## src/include/miner_macros.svh

```systemverilog
`ifndef MINER_MACROS_SVH
`define MINER_MACROS_SVH

// number of lattice blocks in the chain
`define MINER_NUM_CORES 4

// log2 of the nonces scanned by one core
`define MINER_COUNT_BITS 3

// difficulty field width, counts leading zero bits
`define MINER_DIFF_BITS 8

// entries held by each chain hop
`define MINER_SKID_DEPTH 2

`endif
```

## src/hw/minerPkg.sv

```systemverilog
`include "miner_macros.svh"

package minerPkg;

	// one search job as it travels down the chain
	typedef struct packed {
		// state after the first header block, H0 in the top bits
		logic [255:0]                midstate;
		// header words that precede the nonce
		logic [0:2][31:0]            tail;
		logic [31:0]                 nonceBase;
		logic [`MINER_DIFF_BITS-1:0] difficulty;
	} job_t;

	// one search outcome as it travels back up the chain
	typedef struct packed {
		logic         success;
		logic [31:0]  nonce;
		// hash with H0 first, big-endian
		logic [255:0] hash;
	} result_t;

endpackage

```

## src/hw/blockStorage.sv

```systemverilog
`timescale 1ns/1ps
`include "miner_macros.svh"

module blockStorage import minerPkg::*; (
	input  logic                        clk,
	input  logic                        reset_i,
	input  logic                        jobValid_i,
	output logic                        jobReady_o,
	input  logic [255:0]                jobMidstate_i,
	input  logic [0:2][31:0]            jobTail_i,
	input  logic [31:0]                 jobNonceBase_i,
	input  logic [`MINER_DIFF_BITS-1:0] jobDifficulty_i,
	output logic                        bcastValid_o,
	input  logic                        bcastReady_i,
	output job_t                        bcastJob_o,
	input  logic                        resultValid_i,
	input  logic                        resultReady_i
);

	// idle, offering the job to the chain, or waiting for the result
	typedef enum logic [1:0] {BS_IDLE, BS_OFFER, BS_WAIT} bsState_t;
	bsState_t state;

	assign jobReady_o = (state == BS_IDLE);
	assign bcastValid_o = (state == BS_OFFER);

	always_ff @(posedge clk) begin
		if (reset_i)
			state <= BS_IDLE;
		else begin
			case (state)
				BS_IDLE:
					if (jobValid_i) state <= BS_OFFER;
				BS_OFFER:
					if (bcastReady_i) state <= BS_WAIT;
				// free again once the top-level result is taken
				BS_WAIT:
					if (resultValid_i && resultReady_i) state <= BS_IDLE;
				default:
					state <= BS_IDLE;
			endcase
		end
	end

	// hold register, loaded on intake and stable while offered
	always_ff @(posedge clk) begin
		if (jobValid_i && jobReady_o)
			bcastJob_o <= '{midstate: jobMidstate_i, tail: jobTail_i,
				nonceBase: jobNonceBase_i, difficulty: jobDifficulty_i};
	end

endmodule

```

## config.mk

```make
export PLATFORM = sky130hd
export DESIGN_NAME = blockStorage
export DESIGN_NICKNAME = d
export VERILOG_FILES = /design/src/hw/minerPkg.sv /design/src/hw/blockStorage.sv
export VERILOG_INCLUDE_DIRS = /design/src /design/src/include
export SDC_FILE = /design/constraint.sdc
export NUM_CORES = 1
export LEC_CHECK = 0
export BUFFER_PORTS_ARGS = -buffer_cell sky130_fd_sc_hd__buf_2
export CAP_MARGIN = 20
export CORE_AREA = 2 2 311 313
export DETAILED_ROUTE_END_ITERATION = 16
export DIE_AREA = 0 0 313 315
export PLACE_DENSITY = 0.35
export SYNTH_ARGS = -nofsm -noshare
export SYNTH_HDL_FRONTEND = slang
export SYNTH_SLANG_ARGS = --single-unit
```

## constraint.sdc

```tcl
create_clock -name clk -period 12.85 [get_ports clk]
set_input_delay 0.6425 -clock clk [delete_from_list [all_inputs] [get_ports clk]]
set_output_delay 0.6425 -clock clk [all_outputs]
set_load 0.1 [all_outputs]
```

==> results_dict.tcl, run 1 <==
set metrics [dict create \
    outcome "completed" \
    grt_use_met2 0.1449 \
    fill_cells 10340 \
    clk_pin_slew_ns 0.07 \
    slew_headroom 0.2691 \
    routed-via-count 7467 \
    drive_gt1_frac 0.6711 \
    cellLeakagePower_nw 7.641 \
    synth_compound_area_frac 0.001054 \
    p_int_mw 2.386 \
    period_share 0.3211 \
    row_count 114 \
    post-route-min-period_ns 4.126 \
    ys_seq_elements 394 \
    clock_latency_ns 0.61 \
    grt_antenna_before_repair 10 \
    setup_viol 0 \
    tightest_slew_ns 1.096 \
    htree_levels 2 \
    critical_path_required_ns 13.05 \
    path_class "flop to flop" \
    cts_resized 0 \
    final_cell_mix "791 x buf_2, 392 x edfxtp_1, 47 x clkbuf_16" \
    synth_top_family_by_area "simple AND/OR/NAND/NOR gates" \
    cts_made_buffers 47 \
    ys_seq_area_frac 0.9950 \
    drtPass1Iterations 4 \
    ioPinCount 792 \
    cts_hold_buf 0 \
    area_growth_pct 59.65 \
    post-cts-setup-buffers 0 \
    gr-usage-all-layers 0.07777 \
    core_um2 95710 \
    cp_max_fo 75 \
    synth_top_area_frac 0.9917 \
    dieArea_um2 98600 \
    multiInputGateArea_um2 57.56 \
    drt_iter0_drc 460 \
    synth_xor_area_frac 0 \
    drv_cap 0 \
    cts_tree "done" \
    viasPerCell 2.917 \
    synthMuxAreaShare 0.0008433 \
    drc 0 \
    power_density_nw_per_um2 192.0 \
    setup_ws_ns 8.724 \
    synthesis.nets 801 \
    regArea_um2 11810 \
    grt_pass1_wl_um 55360 \
    met3_usage 0.03263 \
    p_switching_mw 1.253 \
    grt_pass1_vias 8086 \
    fin_worst_skew_ns 0.02175 \
    syn_area_per_cell_um2 29.45 \
    clockPowerShare 0.357 \
    netlist_area_um2 11870 \
    hp-class "input port to flop" \
    drv_slew 0 \
    root_buffer "clkbuf_16" \
    crit_arrival_ns 4.33 \
    hpwl_um 31910 \
    grt-busiest-layer "met2" \
    cp-end-kind "flop" \
    synth_area_leaders "edfxtp_1 99%, dfxtp_1 0.34%, nor2b_4 0.12%, mux2i_1 0.084%, a22oi_1 0.063%" \
    synth_cell_types 10 \
    wire_per_inst_um 16.06 \
    finalHoldViolCount 0 \
    finalNetCount 1645 \
    cp-start-kind "flop" \
    grt_util_met1 0.07327 \
    gp_congestion 0.8090 \
    ir_worst_vdd_mv 0.1031 \
    yosysWarnings 0 \
    power_frac_comb 0.217 \
    io_buffers 791 \
    ctsLongestPathBuffers 3 \
    cts_sinks 394 \
    clock.fmax_ghz 0.2424 \
    antenna_left 0 \
    synthAdderAreaFrac 0 \
    synthSimpleGateAreaFrac 0.002741 \
    netlist_instances 403 \
    final_common_cell "buf_2" \
    synth_top_area_cell "edfxtp_1" \
    fin_setup_tns_ns 0 \
    start_util 0.1240 \
    gr-total-overflow 0 \
    grt_max_degree 154 \
    power_frac_seq 0.425 \
    drt-total-wl_um 41110 \
    die_w_um 313 \
    rsz0062_at_grt "no" \
    p_sw_frac 0.3443 \
    place_ws_ns 8.540 \
    die_h_um 315 \
]
==> cells in the mapped netlist <==
cell      instances
a21oi_1           1
a22oi_1           1
and2_1            1
dfxtp_1           2
edfxtp_1        392
inv_1             1
mux2i_1           1
nor2_1            2
nor2b_4           1
nor3_1            1
==> metrics by stage <==
step                      power, mW  instances    util  instance area, um^2  hold slack, ns
final                         3.639       2560  0.1980                18950          0.2081
after global routing          3.776       2560  0.1980                18950          0.1537
after CTS                     3.714       2559  0.1980                18950          0.1307
after floorplan               2.242        403       -                11870          0.4993
after global placement        2.373       2474  0.1825                17470          0.5391
after detailed placement      2.375       2474  0.1825                17470          0.5364
==> registers in the layout (all words and copies together), names as in the netlist <==
| register | flops |
|---|---|
| bcastJob_o | 392 |
| state | 2 |
==> layout make-up <==
| class | instances | share of cell area |
|---|---|---|
| diodes | 1 | 0.0001320 |
| clock buffers | 62 | 0.06609 |
| clock inverters | 23 | 0.01188 |
| inverters | 1 | 0.0001981 |
| multi-input cells | 8 | 0.003037 |
| flip-flops and latches | 394 | 0.6233 |
| well taps | 1276 | 0.08425 |
| repair buffers | 795 | 0.2111 |
==> cells by family after synthesis <==
family / after synthesis
AO/OA/AOI/OAI: 2
buffers and inverters: 1
flip-flops: 394
multiplexers: 1
AND/OR/NAND/NOR: 5
==> power groups by stage <==
stage	registers (mW)	clock network, mW	logic (mW)
3_5_place_dp	1.58	0	0.799
6_report	1.55	1.30	0.791
5_1_grt	1.56	1.41	0.812
4_1_cts	1.55	1.36	0.799
2_1_floorplan	2.21	0	0.0354
3_3_place_gp	1.57	0	0.799
==> worst max-delay path, cell delays in order (launching register included) <==
cell and delay (ns):
dfxtp_1 0.36, nor2_1 0.21, and2_4 0.55, buf_4 0.68, buf_4 0.89, buf_4 0.85
==> final timing paths <==
path	start	endpoint	slack, ns	cells after the start
setup reg to reg	state[1]	bcastJob_o[210]	8.72	5
hold reg to reg	state[1]	state[0]	0.55	1
hold / removal	jobMidstate_i[20]	bcastJob_o[156]	0.21	1
setup / recovery	state[1]	bcastJob_o[210]	8.72	5
==> metal layers <==
metal,part of all wire,wire (um),vias to the layer above
met5,0.00066,27,-
met4,0.037,1514,4
met3,0.096,3942,76
met2,0.54,22180,449
met1,0.33,13440,3586
li1,-,-,3352
(Power assumes the default switching activity.)
==> run 2: changes to the inputs <==
CORE_AREA = 2 2 308 310   (was 2 2 311 313)
DIE_AREA = 0 0 310 312   (was 0 0 313 315)
PLACE_DENSITY = 0.36   (was 0.35)
clock period = 3.7 ns   (was 12.85 ns; I/O delays follow)
==> run 2 against run 1 <==
- combinational power rose to 4.0 times the previous value
- register-to-register slack worse by 7.0 ns
- global-route usage up 0.90 points
- non-clock buffer count up 406
- critical endpoint is now bcastJob_o[376]
- largest cell class unchanged
==> results_dict.tcl, run 2 (same netlist as run 1, synthesis figures left out) <==
set metrics [dict create \
    power_density_nw_per_um2 569.6 \
    period_share 0.5261 \
    hpwl_um 33030 \
    cp-start-kind "flop" \
    critical_path_required_ns 3.96 \
    worst_path_max_delay_cell "and2_4" \
    cp-startpoint "state[0]" \
    cts_tree "done" \
    largest_reg_flops 392 \
    start_util 0.1276 \
    tightest_slew_ns 0.6366 \
    cts_sinks 394 \
    slew_headroom 0.5756 \
    r2r-start "state[0]" \
    drc 0 \
    r2r_cells 4 \
    post-route-min-period_ns 1.946 \
    cellLeakagePower_nw 9.377 \
    area_growth_pct 94.35 \
    power_frac_comb 0.238 \
    ctsLongestPathBuffers 3 \
    fin_setup_tns_ns 0 \
    cp_max_fo 62 \
    crit_arrival_ns 2.20 \
    clock_latency_ns 0.59 \
    drt-total-wl_um 44380 \
    outcome "completed" \
    grt_antenna_before_repair 4 \
    dieArea_um2 96720 \
    hp-class "input port to flop" \
    viasPerCell 3.055 \
    ioPinCount 792 \
    finalNetCount 2051 \
    fin_worst_skew_ns 0.008592 \
    cp_num_buf_inv 2 \
    rsz0062_at_grt "no" \
    drtPass1Iterations 4 \
    reg2reg_slack_ns 1.75 \
    antenna_left 0 \
    final_common_cell "buf_2" \
    drive_gt1_frac 0.5178 \
    grt_pass1_vias 10160 \
    top_regs "bcastJob_o x392, state x2" \
    root_buffer "clkbuf_16" \
    path_class "flop to flop" \
    p_switching_mw 4.428 \
    drv_slew 0 \
    cp_num_cells 4 \
    finalHoldViolCount 0 \
    hp-start "jobTail_i[44]" \
    cts_made_buffers 47 \
    wire_per_inst_um 15.07 \
    htree_levels 2 \
    final_util 0.2479 \
    routed-via-count 8993 \
    clockPowerShare 0.353 \
    p_int_mw 8.712 \
    max_stage_delay_ns 0.46 \
    setup_viol 0 \
    worstPathCellList "nor2_4 -> and2_4 -> buf_12 -> buf_12" \
    top_register "bcastJob_o" \
    die_h_um 312 \
    io_buffers 791 \
    p_sw_frac 0.3370 \
    cp-end-kind "flop" \
    timing.rr.end "bcastJob_o[376]" \
    row_count 112 \
    grt_max_degree 94 \
    ir_worst_vdd_mv 0.3639 \
    power_frac_seq 0.409 \
    drv_cap 0 \
    clock.fmax_ghz 0.5137 \
    die_w_um 310 \
    gp_congestion 0.7827 \
    path_common_cell "buf_12" \
    clk_pin_slew_ns 0.06 \
    drt_iter0_drc 487 \
    grt_pass1_wl_um 62220 \
    gr-total-overflow 0 \
    core_um2 93050 \
    final_cell_mix "791 x buf_2, 396 x dlygate4sd3_1, 392 x edfxtp_1" \
    path_delay_family "simple AND/OR/NAND/NOR gates" \
    cp-endpoint "bcastJob_o[376]" \
    gr-usage-all-layers 0.08676 \
]
-- run 2: what timing repair did --
action                                 CTS  global route
resized for setup                        0             0
endpoints found under the hold margin  394             0
buffers inserted                         0             0
hold buffers                           396             0
-- run 2: layout make-up --
| type | instances | area [um^2] |
|---|---|---|
| fillers | 9705 | 69980 |
| flip-flops and latches | 394 | 11810 |
| repair buffers | 1201 | 8078 |
| well taps | 1254 | 1569 |
| clock buffers | 60 | 1246 |
| clock inverters | 24 | 289.0 |
| multi-input cells | 8 | 65.06 |
| diodes | 2 | 5.005 |
| inverters | 1 | 3.754 |
-- run 2: per-layer routing --
layer,share of wire,global-route usage,vias up
met4,0.032,0.03612,0
met3,0.091,0.03011,72
met5,0,0,-
met1,0.33,0.08284,4295
li1,-,-,4159
met2,0.54,0.1661,467
-- run 2: worst min path at each step --
stage               depth (start not counted)         endpoint  slack, ns
CTS                                         2  bcastJob_o[178]       0.23
finish                                      2   bcastJob_o[84]       0.30
floorplan                                   1         state[1]       0.25
global route                                2   bcastJob_o[79]       0.25
detailed placement                          1  bcastJob_o[378]       0.36
global placement                            1  bcastJob_o[275]       0.36
-- run 2: metrics by stage --
step / instance area (um^2) / setup WS [ns] / power (mW) / hold WS [ns] / cells
after floorplan: 11880 / -0.4454 / 7.688 / 0.2500 / 403
after global placement: 17570 / 1.741 / 8.268 / 0.3624 / 2462
after detailed placement: 17570 / 1.704 / 8.271 / 0.3631 / 2462
after CTS: 23060 / 1.673 / 13.38 / 0.2263 / 2942
after global routing: 23070 / 1.651 / 13.63 / 0.2532 / 2944
final: 23070 / 1.754 / 13.14 / 0.2987 / 2944
-- run 2: power groups by stage --
stage	logic (mW)	clock network [mW]	registers, mW
5_1_grt	3.22	5.01	5.40
3_3_place_gp	2.80	0	5.47
4_1_cts	3.15	4.85	5.38
2_1_floorplan	0.125	0	7.56
6_report	3.13	4.64	5.38
3_5_place_dp	2.80	0	5.47
==> run 3: changes to the inputs <==
ABC_AREA = 1   (was default)
CORE_AREA = 2 2 311 313   (was 2 2 308 310)
DIE_AREA = 0 0 313 315   (was 0 0 310 312)
PLACE_DENSITY = 0.35   (was 0.36)
clock period = 2 ns   (was 3.7 ns; I/O delays follow)
==> run 3 against run 2 <==
- via count grew 0.68%
- wire length shrank 0.80%
- global-route usage shrank 0.28 points
- critical path depth shrank 1
- first-iteration DRC count shrank 26%
- final cell count grew 1.2%
- setup slack lost 1.5 ns
- utilization shrank 0.66 points
- clock power grew 73%
- register-to-register slack lost 1.3 ns
- clock skew is essentially flat
- non-clock buffer count grew 12
==> results_dict.tcl, run 3 <==
set metrics [dict create \
    max_stage_delay_ns 0.47 \
    ctsLongestPathBuffers 3 \
    cts_sinks 394 \
    reg2reg_slack_ns 0.43 \
    core_um2 95710 \
    wire_per_inst_um 14.78 \
    slew_headroom 0.5994 \
    hold_path_depth 4 \
    grt_pass1_wl_um 61910 \
    htree_levels 2 \
    r2r_cells 5 \
    clock_latency_ns 0.58 \
    met3_length_um 3513 \
    drv_cap 0 \
    syn_area_per_cell_um2 29.25 \
    worst_path_max_delay_cell "buf_2" \
    synth_top_area_cell "edfxtp_1" \
    top_register "bcastJob_o" \
    cts_made_buffers 47 \
    cp_num_buf_inv 2 \
    die_h_um 315 \
    synth_compound_area_frac 0.001159 \
    ioPinCount 792 \
    tightest_slew_ns 0.6050 \
    cp_num_cells 3 \
    synth_xor_area_frac 0 \
    antenna_cells 0 \
    drc 0 \
    drt_iter0_drc 361 \
    yosysWarnings 0 \
    clk_pin_slew_ns 0.05 \
    synthAdderAreaFrac 0 \
    routed-via-count 9054 \
    ys_seq_area_frac 0.9947 \
    synth_top_family_by_area "simple AND/OR/NAND/NOR gates" \
    yosysMostFrequentCell "edfxtp_1" \
    r2r-start "state[0]" \
    finalHoldViolCount 0 \
    gr-usage-all-layers 0.08396 \
    fill_cells 10020 \
    power_density_nw_per_um2 1040 \
    synth_cell_types 11 \
    dieArea_um2 98600 \
    final_common_cell "buf_2" \
    start_util 0.1241 \
    drtPass1Iterations 4 \
    cp-end-kind "output pin" \
    clock.fmax_ghz 0.5714 \
    ir_worst_vdd_mv 0.6185 \
    root_buffer "clkbuf_16" \
    grt_max_degree 49 \
    synth_area_leaders "edfxtp_1 99%, dfxtp_1 0.34%, inv_1 0.095%, nand3_1 0.084%, a21oi_2 0.074%" \
    row_count 114 \
    top_regs "bcastJob_o x392, state x2" \
    period_share 0.8750 \
    outcome "completed" \
    drv_slew 0 \
    synthesis.nets 804 \
    synth-async-reset-ratio 0 \
    fin_worst_skew_ns 0.008590 \
    netlist_area_um2 11870 \
    cellLeakagePower_nw 9.408 \
    rsz0062_at_grt "no" \
    path_class "flop to output pin" \
    drt-total-wl_um 44020 \
    hp-class "input port to flop" \
    cp_max_fo 4 \
    ys_seq_elements 394 \
    hp-start "jobValid_i" \
    viasPerCell 3.040 \
    wl_met2_um 23810 \
    path_delay_family "buffers and inverters" \
    gp_congestion 0.8316 \
    highest_layer "met5" \
    largest_reg_flops 392 \
    synth-edff-count 392 \
    drive_gt1_frac 0.5200 \
    synthMuxAreaShare 0 \
    critical_path_required_ns 1.90 \
    fin_setup_tns_ns 0 \
    worstPathCellList "inv_1 -> nor2_1 -> buf_2" \
    whs_endpoint "bcastJob_o[74]" \
    place_inst 2499 \
    cts_tree "done" \
    timing.rr.end "bcastJob_o[93]" \
    hpwl_um 32550 \
    grt_antenna_before_repair 2 \
    crit_arrival_ns 1.65 \
    final_cell_mix "791 x buf_2, 396 x dlygate4sd3_1, 392 x edfxtp_1" \
    cp-start-kind "flop" \
    die_w_um 313 \
    area_growth_pct 94.56 \
    synthTopCellsByCount "392 x edfxtp_1, 3 x inv_1, 2 x dfxtp_1, 2 x nand3_1" \
    cts_resized 0 \
    met1Wirelength_um 14900 \
    antenna_left 0 \
    synthSimpleGateAreaFrac 0.003161 \
    post-route-min-period_ns 1.750 \
    finalNetCount 2066 \
    gr-total-overflow 0 \
    netlist_instances 406 \
    setup_viol 0 \
    fin_cells 2978 \
    io_buffers 791 \
    synthFlopType "edfxtp_1" \
    grt_pass1_vias 10120 \
    synth_top_area_frac 0.9914 \
]
run 3: where the power goes:
part           switching (mW)  internal, mW
combinational            4.80          1.21
clock                    3.35          4.69
sequential              0.161          9.80
total                    8.31          15.7
run 3: worst max-delay path by stage:
stage / from / to / slack (ns)
4_1_cts: state[0] / bcastValid_o / 0.22
3_5_place_dp: state[0] / bcastJob_o[111] / 0.43
2_1_floorplan: state[0] / bcastJob_o[0] / -4.89
3_3_place_gp: state[0] / bcastJob_o[0] / 0.45
6_report: state[0] / bcastValid_o / 0.25
5_1_grt: state[0] / bcastValid_o / 0.16
run 3: worst min-delay path: stages:
cell	delay (ns)
buf_2	0.09
nand2_2	0.07
clkinvlp_4	0.12
buf_12	0.19
run 3: area by class of cell:
type                            instances  area [um^2]  share of cell area
Sequential cell                       394        11810              0.5114
Inverter                                3        15.01           0.0006499
Clock inverter                         24        163.9            0.007095
Timing Repair Buffer                 1213         8193              0.3546
Clock buffer                           59         1264             0.05470
Multi-Input combinational cell          9        56.30            0.002437
Tap cell                             1276         1597             0.06911
run 3: what timing repair did:
item / in CTS / in global routing
buffers inserted: 0 / 0
hold buffers: 396 / 0
hold endpoints to repair: 394 / 0
run 3: cells by family (layout without fill, tap and decap cells):
family / Yosys count / in the layout
DFF: 394 / 394
AOI/OAI and AO/OA: 2 / 2
and+or+nand+nor: 7 / 7
buffers and inverters: 3 / 1299
run 3: per-stage QoR:
step | utilization | hold slack, ns | area [um^2] | power [mW] | worst slack [ns]
2_1_floorplan | - | 0.1551 | 11890 | 14.46 | -4.889
3_3_place_gp | 0.1850 | 0.2759 | 17710 | 15.55 | 0.4522
3_5_place_dp | 0.1850 | 0.2781 | 17710 | 15.55 | 0.4325
4_1_cts | 0.2414 | 0.09791 | 23100 | 24.44 | 0.2223
5_1_grt | 0.2414 | 0.1331 | 23100 | 24.91 | 0.1613
6_report | 0.2414 | 0.1402 | 23100 | 24.03 | 0.2500
run 3: per-layer routing:
metal	vias up	track usage
met5	-	0
met4	2	0.04328
met3	89	0.02789
met2	472	0.1581
met1	4303	0.08086
li1	4188	-
